<file path="src/verilog/board_cfg_pkg.sv">
`default_nettype none

// Bit positions in the status word and core mode, plus reset timing
package board_cfg_pkg;

    // OSD status word as handed over by the framework
    typedef logic [31:0] status_t;

    // Core mode bits from the core configuration
    typedef logic [6:0] core_mod_t;

    // Status word bits
    localparam int STATUS_ROT_BIT   = 2;   // Set means no rotation wanted
    localparam int STATUS_FLIP_BIT  = 3;   // Screen flip DIP
    localparam int STATUS_PAUSE_BIT = 4;   // OSD pause
    localparam int STATUS_TEST_BIT  = 5;   // Test DIP

    // Core mode bits
    localparam int CORE_VERTICAL_BIT = 0;  // Vertical game
    localparam int CORE_4WAY_BIT     = 1;  // Stick limited to 4 ways

    // Game reset is held for 2**RST_CNT_W cycles
    localparam int RST_CNT_W = 8;

endpackage

`default_nettype wire

</file>
<file path="src/verilog/joy_pkg.sv">
`default_nettype none

// Joystick word layout shared by the player path
package joy_pkg;

    // Board joystick, active high, 16 bits per player
    typedef logic [15:0] board_joy_t;

    // Word presented to the game
    typedef logic [9:0] game_joy_t;

    // Direction field, bits 3 to 0 of both words
    typedef logic [3:0] dir_t;

    localparam int DIR_RIGHT = 0;
    localparam int DIR_LEFT  = 1;
    localparam int DIR_DOWN  = 2;
    localparam int DIR_UP    = 3;

    // Button positions for a two-button game.
    // Games with more buttons shift these up by buttons-2.
    localparam int BASE_START_BIT = 6;
    localparam int BASE_COIN_BIT  = 7;
    localparam int BASE_PAUSE_BIT = 8;

endpackage

`default_nettype wire

</file>
<file path="src/verilog/dip_cfg_if.sv">
`default_nettype none

// Decoded settings, all plain levels
interface dip_cfg_if;

    logic rot_control;  // Rotate the stick for a vertical game
    logic flip;         // Screen flipped
    logic osd_pause;    // Pause requested from the menu
    logic en4way;       // 4-way restriction

    modport cfg_src (
        output rot_control, flip, osd_pause, en4way
    );

    modport cfg_player (
        input rot_control, flip, en4way
    );

    modport cfg_ctrl (
        input flip, osd_pause
    );

endinterface

`default_nettype wire

</file>
<file path="src/verilog/dip_decode.sv">
`default_nettype none

module dip_decode (
    input  wire logic                  clk_sys,
    input  wire logic                  rst,
    input  wire board_cfg_pkg::status_t   status,
    input  wire board_cfg_pkg::core_mod_t core_mod,
    dip_cfg_if.cfg_src                 cfg,
    output logic                       dip_test
);

    import board_cfg_pkg::*;

    logic vertical;
    logic no_rot;

    assign vertical = core_mod[CORE_VERTICAL_BIT];
    assign no_rot   = status[STATUS_ROT_BIT];   // Player asked to keep the screen as is

    // Everything settles one cycle after status or core_mod moves
    always_ff @(posedge clk_sys) begin
        if (rst) begin
            cfg.rot_control <= 1'b0;
            cfg.flip        <= 1'b0;
            cfg.osd_pause   <= 1'b0;
            cfg.en4way      <= 1'b0;
            dip_test        <= 1'b0;
        end else begin
            cfg.rot_control <= vertical & ~no_rot;
            cfg.flip        <= status[STATUS_FLIP_BIT];
            cfg.osd_pause   <= status[STATUS_PAUSE_BIT];
            cfg.en4way      <= core_mod[CORE_4WAY_BIT];
            dip_test        <= status[STATUS_TEST_BIT];
        end
    end

endmodule

`default_nettype wire

</file>
<file path="src/verilog/four_way_filter.sv">
`default_nettype none

module four_way_filter (
    input  wire logic         clk_sys,
    input  wire logic         rst,
    input  wire logic         en4way,
    input  wire joy_pkg::dir_t joy8,
    output joy_pkg::dir_t     joy4
);

    import joy_pkg::*;

    dir_t last_dir;     // Last direction seen on its own
    logic single;
    logic diagonal;

    assign single   = $onehot(joy8);
    assign diagonal = |joy8 & ~single;

    // Memory follows every clean single press
    always_ff @(posedge clk_sys) begin
        if (rst) begin
            last_dir <= '0;
        end else if (single) begin
            last_dir <= joy8;
        end
    end

    always_ff @(posedge clk_sys) begin
        if (rst) begin
            joy4 <= '0;
        end else if (!en4way) begin
            joy4 <= joy8;   // 8-way game
        end else if (single) begin
            joy4 <= joy8;
        end else if (diagonal && |(joy8 & last_dir)) begin
            joy4 <= last_dir;   // Stay on the axis already held
        end else begin
            // Diagonal away from the old direction, or released
            joy4 <= '0;
        end
    end

endmodule

`default_nettype wire

</file>
<file path="src/verilog/player_input.sv">
`default_nettype none

module player_input #(
    parameter int buttons    = 2,
    parameter bit active_low = 1'b1
) (
    input  wire logic              clk_sys,
    input  wire logic              rst,
    input  wire joy_pkg::board_joy_t board_joystick,
    dip_cfg_if.cfg_player          cfg,
    output joy_pkg::game_joy_t     game_joystick,
    output logic                   coin,
    output logic                   start,
    output logic                   pause_btn
);

    import joy_pkg::*;

    localparam int start_bit = BASE_START_BIT + buttons - 2;
    localparam int coin_bit  = BASE_COIN_BIT + buttons - 2;
    localparam int pause_bit = BASE_PAUSE_BIT + buttons - 2;

    dir_t       joy4;
    board_joy_t joy_sync;
    game_joy_t  joy_rot;

    four_way_filter u_4way (
        .clk_sys ( clk_sys              ),
        .rst     ( rst                  ),
        .en4way  ( cfg.en4way           ),
        .joy8    ( board_joystick[3:0]  ),
        .joy4    ( joy4                 )
    );

    // Buttons one cycle in, directions two through the filter
    always_ff @(posedge clk_sys) begin
        joy_sync <= {board_joystick[15:4], joy4};
    end

    // Stick turned to follow a rotated screen
    always_comb begin
        joy_rot = joy_sync[9:0];
        if (cfg.rot_control) begin
            if (cfg.flip) begin
                joy_rot[DIR_RIGHT] = joy_sync[DIR_DOWN];
                joy_rot[DIR_LEFT]  = joy_sync[DIR_UP];
                joy_rot[DIR_DOWN]  = joy_sync[DIR_LEFT];
                joy_rot[DIR_UP]    = joy_sync[DIR_RIGHT];
            end else begin
                joy_rot[DIR_RIGHT] = joy_sync[DIR_UP];
                joy_rot[DIR_LEFT]  = joy_sync[DIR_DOWN];
                joy_rot[DIR_DOWN]  = joy_sync[DIR_RIGHT];
                joy_rot[DIR_UP]    = joy_sync[DIR_LEFT];
            end
        end
    end

    always_ff @(posedge clk_sys) begin
        if (rst) begin
            game_joystick <= {$bits(game_joy_t){active_low}};   // Idle level
            coin          <= active_low;
            start         <= active_low;
            pause_btn     <= 1'b0;
        end else begin
            game_joystick <= {$bits(game_joy_t){active_low}} ^ joy_rot;
            coin          <= active_low ^ joy_sync[coin_bit];
            start         <= active_low ^ joy_sync[start_bit];
            pause_btn     <= joy_sync[pause_bit];   // Kept active high
        end
    end

endmodule

`default_nettype wire

</file>
<file path="src/verilog/pause_reset_ctrl.sv">
`default_nettype none

module pause_reset_ctrl #(
    parameter int rst_cnt_w = board_cfg_pkg::RST_CNT_W
) (
    input  wire logic   clk_sys,
    input  wire logic   rst,
    input  wire logic   downloading,
    input  wire logic   rst_req,
    input  wire logic   pause1,
    input  wire logic   pause2,
    dip_cfg_if.cfg_ctrl cfg,
    output logic        dip_pause,
    output logic        game_rst
);

    logic                 last_pause;
    logic                 last_osd_pause;
    logic                 last_flip;
    logic                 game_pause;
    logic                 game_pause_nxt;
    logic [rst_cnt_w-1:0] rst_cnt;

    logic joy_pause;
    logic pause_rise;
    logic osd_change;
    logic flip_change;
    logic rst_cause;

    assign joy_pause   = pause1 | pause2;   // Either player may pause
    assign pause_rise  = joy_pause & ~last_pause;
    assign osd_change  = cfg.osd_pause ^ last_osd_pause;
    assign flip_change = cfg.flip ^ last_flip;

    always_comb begin
        game_pause_nxt = game_pause;
        if (downloading) begin
            game_pause_nxt = 1'b0;
        end else if (osd_change) begin
            game_pause_nxt = cfg.osd_pause;     // Menu wins over the buttons
        end else if (pause_rise) begin
            game_pause_nxt = ~game_pause;
        end
    end

    always_ff @(posedge clk_sys) begin
        if (rst) begin
            last_pause     <= 1'b0;
            last_osd_pause <= 1'b0;
            last_flip      <= 1'b0;
            game_pause     <= 1'b0;
            dip_pause      <= 1'b1;     // dip_pause is active low
        end else begin
            last_pause     <= joy_pause;
            last_osd_pause <= cfg.osd_pause;
            last_flip      <= cfg.flip;
            game_pause     <= game_pause_nxt;
            dip_pause      <= ~game_pause_nxt;
        end
    end

    // Flipping the screen restarts the game as well
    assign rst_cause = rst | downloading | rst_req | flip_change;

    // Reset stays up until the counter runs through all its values
    always_ff @(posedge clk_sys) begin
        if (rst_cause) begin
            rst_cnt  <= '0;
            game_rst <= 1'b1;
        end else if (rst_cnt != '1) begin
            rst_cnt  <= rst_cnt + 1'b1;
            game_rst <= 1'b1;
        end else begin
            game_rst <= 1'b0;
        end
    end

endmodule

`default_nettype wire

</file>
<file path="src/verilog/input_board.sv">
`default_nettype none

module input_board #(
    parameter int buttons    = 2,
    parameter bit active_low = 1'b1,
    parameter int rst_cnt_w  = board_cfg_pkg::RST_CNT_W
) (
    input  wire logic                    clk_sys,
    input  wire logic                    rst,
    input  wire logic                    rst_req,
    input  wire logic                    downloading,
    input  wire board_cfg_pkg::status_t   status,
    input  wire board_cfg_pkg::core_mod_t core_mod,
    input  wire joy_pkg::board_joy_t      board_joystick1,
    input  wire joy_pkg::board_joy_t      board_joystick2,
    input  wire joy_pkg::board_joy_t      board_joystick3,
    input  wire joy_pkg::board_joy_t      board_joystick4,
    output joy_pkg::game_joy_t           game_joystick1,
    output joy_pkg::game_joy_t           game_joystick2,
    output joy_pkg::game_joy_t           game_joystick3,
    output joy_pkg::game_joy_t           game_joystick4,
    output logic [3:0]                   game_coin,
    output logic [3:0]                   game_start,
    output logic                         dip_test,
    output logic                         dip_flip,
    output logic                         dip_pause,
    output logic                         game_rst
);

    dip_cfg_if cfg ();

    logic pause1;
    logic pause2;

    dip_decode u_dip (
        .clk_sys  ( clk_sys  ),
        .rst      ( rst      ),
        .status   ( status   ),
        .core_mod ( core_mod ),
        .cfg      ( cfg      ),
        .dip_test ( dip_test )
    );

    assign dip_flip = cfg.flip;

    player_input #(.buttons(buttons), .active_low(active_low)) u_player1 (
        .clk_sys        ( clk_sys         ),
        .rst            ( rst             ),
        .board_joystick ( board_joystick1 ),
        .cfg            ( cfg             ),
        .game_joystick  ( game_joystick1  ),
        .coin           ( game_coin[0]    ),
        .start          ( game_start[0]   ),
        .pause_btn      ( pause1          )
    );

    player_input #(.buttons(buttons), .active_low(active_low)) u_player2 (
        .clk_sys        ( clk_sys         ),
        .rst            ( rst             ),
        .board_joystick ( board_joystick2 ),
        .cfg            ( cfg             ),
        .game_joystick  ( game_joystick2  ),
        .coin           ( game_coin[1]    ),
        .start          ( game_start[1]   ),
        .pause_btn      ( pause2          )
    );

    // Players 3 and 4 have no pause button
    player_input #(.buttons(buttons), .active_low(active_low)) u_player3 (
        .clk_sys        ( clk_sys         ),
        .rst            ( rst             ),
        .board_joystick ( board_joystick3 ),
        .cfg            ( cfg             ),
        .game_joystick  ( game_joystick3  ),
        .coin           ( game_coin[2]    ),
        .start          ( game_start[2]   ),
        .pause_btn      (                 )
    );

    player_input #(.buttons(buttons), .active_low(active_low)) u_player4 (
        .clk_sys        ( clk_sys         ),
        .rst            ( rst             ),
        .board_joystick ( board_joystick4 ),
        .cfg            ( cfg             ),
        .game_joystick  ( game_joystick4  ),
        .coin           ( game_coin[3]    ),
        .start          ( game_start[3]   ),
        .pause_btn      (                 )
    );

    pause_reset_ctrl #(.rst_cnt_w(rst_cnt_w)) u_ctrl (
        .clk_sys     ( clk_sys     ),
        .rst         ( rst         ),
        .downloading ( downloading ),
        .rst_req     ( rst_req     ),
        .pause1      ( pause1      ),
        .pause2      ( pause2      ),
        .cfg         ( cfg         ),
        .dip_pause   ( dip_pause   ),
        .game_rst    ( game_rst    )
    );

endmodule

`default_nettype wire

</file>
<file path="config.mk">
export PLATFORM = sky130hd
export DESIGN_NAME = input_board
export DESIGN_NICKNAME = d
export VERILOG_FILES = /design/src/verilog/board_cfg_pkg.sv /design/src/verilog/joy_pkg.sv /design/src/verilog/dip_cfg_if.sv /design/src/verilog/dip_decode.sv /design/src/verilog/four_way_filter.sv /design/src/verilog/player_input.sv /design/src/verilog/pause_reset_ctrl.sv /design/src/verilog/input_board.sv
export SDC_FILE = /design/constraint.sdc
export NUM_CORES = 1
export LEC_CHECK = 0
export ABC_AREA = 0
export BUFFER_PORTS_ARGS = -buffer_cell sky130_fd_sc_hd__clkbuf_2
export CAP_MARGIN = 10
export CORE_MARGIN = 2
export CORE_UTILIZATION = 40
export CTS_CLUSTER_DIAMETER = 50
export DETAILED_ROUTE_END_ITERATION = 8
export PLACE_DENSITY = 0.77
export SYNTH_ARGS = -nofsm -noshare
export SYNTH_HDL_FRONTEND = slang
export SYNTH_SLANG_ARGS = --single-unit
</file>
<file path="constraint.sdc">
create_clock -name clk_sys -period 2.4 [get_ports clk_sys]
set_input_delay 0.48 -clock clk_sys [delete_from_list [all_inputs] [get_ports clk_sys]]
set_output_delay 0.48 -clock clk_sys [all_outputs]
set_load 0.02 [all_outputs]
</file>
==> impl_metrics.json, run 1 <==
{
  "synth_edf_count": 0,
  "critPathBufInv": 3,
  "tightest_slew_ns": 0.796,
  "yosysUniqueCellTypes": 36,
  "wirelength_um": 8040,
  "ir_worst_vdd_uv": 503,
  "die_h_um": 110,
  "max_stage_delay_ns": 0.38,
  "yosys_warnings": 0,
  "synthTopCellsByArea": "dfxtp_1 (59%), mux2i_1 (7.1%), a22o_1 (3.9%)",
  "hold_violations": 0,
  "grt_usage_pct": 13.9,
  "place_area_mm2": 0.00518,
  "combinationalPowerShare_pct": 9.2,
  "synthCells": 391,
  "die_w_um": 110,
  "port_buffers": 101,
  "ys_async_sr_fraction_pct": 0,
  "cts_buffer_depth": 2,
  "drc": 0,
  "firstDrtPassIters": 6,
  "clock.fmax_mhz": 481,
  "gp_congestion": 0.736,
  "pwr-share-clk_pct": 45.3,
  "nets": 626,
  "clock_skew_ns": 0.00558,
  "slew_viol_final": 0,
  "pwr_density_cell_mw_per_mm2": 923,
  "cts_hold_buf": 0,
  "h-tree-depth": 4,
  "syn_area_per_cell_um2": 11.6,
  "grt_max_degree": 33,
  "post_cts_buffers": 0,
  "critPathRequiredTime_ns": 2.75,
  "grt_first_pass_wirelength_um": 13600,
  "diodes": 0,
  "vias_per_cell": 4.73,
  "yosys.area.top_type": "dfxtp_1",
  "hp-class": "in -> reg",
  "hpwl_um": 5880,
  "period_share_pct": 86.6,
  "ios": 159,
  "status": "completed",
  "design_area_mm2": 0.00574,
  "cts_resized": 0,
  "syn2layout_area_growth_pct": 26.6,
  "multi_input_area_mm2": 0.00162,
  "syn_nets": 515,
  "start_util_pct": 41.4,
  "crit_path_start_kind": "primary input",
  "dieArea_mm2": 0.0122,
  "crit_type": "in -> reg",
  "clock-root-buffer": "clkbuf_16",
  "ys.flop_type": "dfxtp_1",
  "crit_path_max_fanout": 4,
  "overflow": 0,
  "slew_headroom_pct": 46.8,
  "end_kind": "flop",
  "final_core_util_pct": 52.5,
  "crit_chain": "clkbuf_2, inv_1, ha_1, fa_1, ha_1, nor3b_2, inv_1, a21oi_1, a22o_1",
  "drt_first_iter_violations": 122,
  "nFillCells": 980,
  "slowest_stage": "fa_1",
  "cts_buffers": 17,
  "netlist_area_mm2": 0.00453,
  "coreArea_mm2": 0.0109,
  "setup_violations": 0,
  "seq_area_mm2": 0.00266,
  "vias": 3089,
  "worst_ep_arrival_time_ns": 2.42,
  "fin_crit_ns": 2.08,
  "yosysMostFrequentCell": "dfxtp_1",
  "internal_power_mw": 4.11,
  "ant_nets": 0,
  "avgRoutedWirePerCell_um": 12.3,
  "synth_top_area_share_pct": 58.8,
  "ys_seq_area_share_pct": 58.8,
  "p_leak_nw": 2.54,
  "grt_pass1_vias": 3029,
  "grt_setup_unrepaired": "false",
  "clock_sinks": 133,
  "pwr-share-seq_pct": 45.5,
  "power.switching_mw": 1.18,
  "cts_tree": "yes",
  "switching_share_pct": 22.4,
  "power.total_mw": 5.30,
  "max-cap-violations": 0,
  "ys_ff_latch": 133,
  "timing.critical_path.max_delay_family": "adder cells",
  "drive_above_1_share_pct": 30.6,
  "antenna_found_initial": 0,
  "insertion_delay_ns": 0.40,
  "rows": 38,
  "synth_commonest_cells": "dfxtp_1 (133), nor2_1 (42), mux2i_1 (32)",
  "path_clk_slew_ns": 0.05
}
worst reg2reg max path, cell delays in order, from the launching register on:
cell and delay, ns:
dfxtp_1 0.45, nand2b_1 0.20, nor3_1 0.47, a22o_1 0.22
area by class of cell:
cell class              instances  area share, %
flip-flops and latches        133           46.4
multi-input cells             212           28.2
repair buffers                122           11.6
clock buffers                  20           7.79
well taps                     140           3.05
clock inverters                10           1.90
inverters                      16           1.05
layer usage:
layer	global-route usage (%)	vias to the layer above	share of wire [%]
met4	6.92	0	2.1
met3	5.32	14	4.4
met1	15.7	1436	44
met2	23.0	87	50
met5	0	-	0
li1	-	1552	-
final timing paths:
check / startpoint / slack (ns) / endpoint / cells past startpoint
max: board_joystick3[1] / 0.32 / u_player3.u_4way.joy4[0] / 9
min: board_joystick2[8] / 0.17 / u_player2.joy_sync[8] / 1
max reg2reg: u_dip.cfg.en4way / 1.01 / u_player3.u_4way.joy4[0] / 3
min reg2reg: u_player3.u_4way.joy4[0] / 0.32 / u_player3.joy_sync[0] / 0
kinds of logic (layout without fill, tap and decap cells):
group	after synthesis	count (layout)	share of synthesized area, %
flops	133	133	58.8
simple gates	105	105	12.9
compound gates	53	53	9.44
buf+inv	46	168	5.49
mux	32	32	7.07
fa+ha+maj	18	18	5.58
xor+xnor	4	4	0.773
layout by cell type, fill, tap and decap left out, drive strengths merged, types with 6 or more instances in the layout:
cell | netlist | layout
nor2 | 42 | 42
ha | 13 | 13
a21oi | 7 | 7
mux2i | 32 | 32
dfxtp | 133 | 133
nor3 | 8 | 8
nor2b | 6 | 6
clkbuf | 10 | 121
inv | 16 | 16
nand2b | 25 | 25
a211o | 16 | 16
a22o | 20 | 20
buf | 20 | 21
clkinv | 0 | 6
nor3b | 6 | 6
flip-flops by register name (all words and copies together), names as in the netlist, 4 cells and up:
name / cells
u_player3.game_joystick: 10
u_player2.u_4way.last_dir: 4
u_player3.u_4way.last_dir: 4
u_player2.joy_sync: 10
u_player2.u_4way.joy4: 4
u_ctrl.rst_cnt: 8
u_player1.u_4way.joy4: 4
u_player3.u_4way.joy4: 4
u_player1.game_joystick: 10
u_player4.game_joystick: 10
u_player4.joy_sync: 10
u_player1.u_4way.last_dir: 4
u_player4.u_4way.last_dir: 4
u_player3.joy_sync: 10
u_player2.game_joystick: 10
u_player1.joy_sync: 10
u_player4.u_4way.joy4: 4
power groups by stage:
stage | clock network (mW) | registers [mW] | logic [mW]
2_1_floorplan | 0 | 2.48 | 0.286
3_3_place_gp | 0 | 2.45 | 0.468
6_report | 2.40 | 2.41 | 0.488
4_1_cts | 2.46 | 2.41 | 0.496
5_1_grt | 2.56 | 2.42 | 0.540
3_5_place_dp | 0 | 2.46 | 0.492
per-stage QoR:
step / TNS (ns) / worst slack (ns) / cells / hold slack (ns)
global route: 0 / 0.157 / 653 / 0.150
detailed placement: -1.12 / -0.0830 / 623 / 0.312
global placement: -0.0781 / -0.0178 / 623 / 0.313
floorplan: 0 / 0.0287 / 391 / 0.310
finish: 0 / 0.321 / 653 / 0.173
CTS: 0 / 0.337 / 653 / 0.154
Note: power is estimated with default switching activity, not from simulation.
==> run 2: changes to the inputs <==
--- a/config.mk
+++ b/config.mk
@@ -10,6 +10,7 @@
 export CAP_MARGIN = 10
 export CORE_MARGIN = 2
 export CORE_UTILIZATION = 40
+export CTS_BUF_LIST = sky130_fd_sc_hd__clkbuf_2
 export CTS_CLUSTER_DIAMETER = 50
 export DETAILED_ROUTE_END_ITERATION = 8
 export PLACE_DENSITY = 0.77
==> impl_metrics.json, run 2 (same netlist as run 1, synthesis figures left out) <==
{
  "slew_headroom_pct": 46.9,
  "place_area_mm2": 0.00518,
  "diodes": 0,
  "cts_tree": "yes",
  "clock-root-buffer": "clkbuf_2",
  "internal_power_mw": 3.07,
  "die_w_um": 110,
  "nFillCells": 982,
  "clock_sinks": 133,
  "clock.fmax_mhz": 495,
  "hpwl_um": 5880,
  "path_clk_slew_ns": 0.17,
  "die_h_um": 110,
  "insertion_delay_ns": 0.64,
  "holdPathStages": 2,
  "cts_buffer_depth": 2,
  "pwr-share-clk_pct": 28.7,
  "setup_violations": 0,
  "switching_share_pct": 25.4,
  "grt_pass1_vias": 3204,
  "crit_path_max_fanout": 18,
  "port_buffers": 101,
  "pwr-share-seq_pct": 58.5,
  "grt_usage_pct": 14.5,
  "ir_worst_vdd_uv": 290,
  "firstDrtPassIters": 4,
  "dieArea_mm2": 0.0122,
  "max-cap-violations": 0,
  "vias_per_cell": 4.69,
  "slew_viol_final": 0,
  "ant_nets": 0,
  "combinationalPowerShare_pct": 12.8,
  "critPathRequiredTime_ns": 1.92,
  "hp-class": "in -> reg",
  "grt_max_degree": 33,
  "mostFrequentLayoutCell": "dfxtp_1",
  "ios": 159,
  "tightest_slew_ns": 0.796,
  "drt_first_iter_violations": 118,
  "ff2ff_path_depth": 3,
  "cts_buffers": 17,
  "coreArea_mm2": 0.0109,
  "nets": 657,
  "clock_skew_ns": 0.0156,
  "power.switching_mw": 1.05,
  "fin_crit_ns": 2.02,
  "drive_above_1_share_pct": 29.0,
  "overflow": 0,
  "crit_path_start_kind": "flop",
  "rows": 38,
  "status": "completed",
  "layout_common_cells": "dfxtp_1 (133), clkbuf_2 (120), nor2_1 (42)",
  "start_util_pct": 41.4,
  "hold_violations": 0,
  "grt_first_pass_wirelength_um": 14200,
  "design_area_mm2": 0.00570,
  "pwr_density_cell_mw_per_mm2": 722,
  "setup-tns-final_ns": 0,
  "holdWs_ns": 0.124,
  "end_kind": "output port",
  "crit_type": "reg -> out",
  "avgRoutedWirePerCell_um": 12.0,
  "h-tree-depth": 4,
  "p_leak_nw": 2.53,
  "period_share_pct": 84.2,
  "grt_setup_unrepaired": "false",
  "wirelength_um": 8210,
  "antenna_found_initial": 0,
  "gp_congestion": 0.736,
  "cts_resized": 0,
  "syn2layout_area_growth_pct": 25.8,
  "worst_ep_arrival_time_ns": 1.54,
  "vias": 3205,
  "drc": 0
}
[run 2: repair_timing]
item / in CTS / in global routing
buffers inserted: 0 / 0
hold endpoints to repair: 31 / 0
hold buffers: 31 / 0
[run 2: cell type report]
type                            instances  area, um^2  share of cell area, %
Clock buffer                           19        95.1                   1.67
Clock inverter                         11         113                   1.98
Inverter                               16        60.1                   1.05
Multi-Input combinational cell        212        1620                   28.4
Sequential cell                       133        2660                   46.7
Tap cell                              140         175                   3.07
Timing Repair Buffer                  153         973                   17.1
[run 2: power groups by stage]
stage | clock network, mW | registers (mW) | logic (mW)
6_report | 1.18 | 2.41 | 0.527
5_1_grt | 1.36 | 2.42 | 0.583
4_1_cts | 1.25 | 2.41 | 0.535
3_5_place_dp | 0 | 2.46 | 0.492
3_3_place_gp | 0 | 2.45 | 0.468
2_1_floorplan | 0 | 2.48 | 0.286
[run 2: routing by layer]
| layer | vias up | global-route usage (%) | share of wire, % |
|---|---|---|---|
| li1 | 1620 | - | - |
| met1 | 1472 | 16.2 | 42 |
| met2 | 92 | 24.3 | 50 |
| met3 | 21 | 4.28 | 4.3 |
| met4 | 0 | 8.50 | 3.4 |
| met5 | - | 0 | 0 |
[run 2: worst paths after layout]
check | end | startpoint | slack [ns]
worst max-delay path | dip_flip | u_dip.cfg.flip | 0.38
worst min register to register | u_player4.joy_sync[3] | u_player4.u_4way.joy4[3] | 0.34
worst max register to register | u_player3.u_4way.joy4[0] | u_dip.cfg.en4way | 0.99
worst min-delay path | u_player2.u_4way.joy4[3] | board_joystick2[3] | 0.12
[run 2: stage by stage]
stage	power [mW]	setup slack (ns)	util, %	instances
detailed placement	2.95	-0.0830	47.4	623
floorplan	2.76	0.0287	-	391
global route	4.36	0.216	52.1	684
global placement	2.91	-0.0178	47.4	623
CTS	4.19	0.279	52.1	684
finish	4.12	0.379	52.1	684
[run 2: worst max-delay path, stage by stage, from the launching register on]
cell	delay, ns
dfxtp_1	0.38
buf_4	0.29
clkbuf_2	0.24
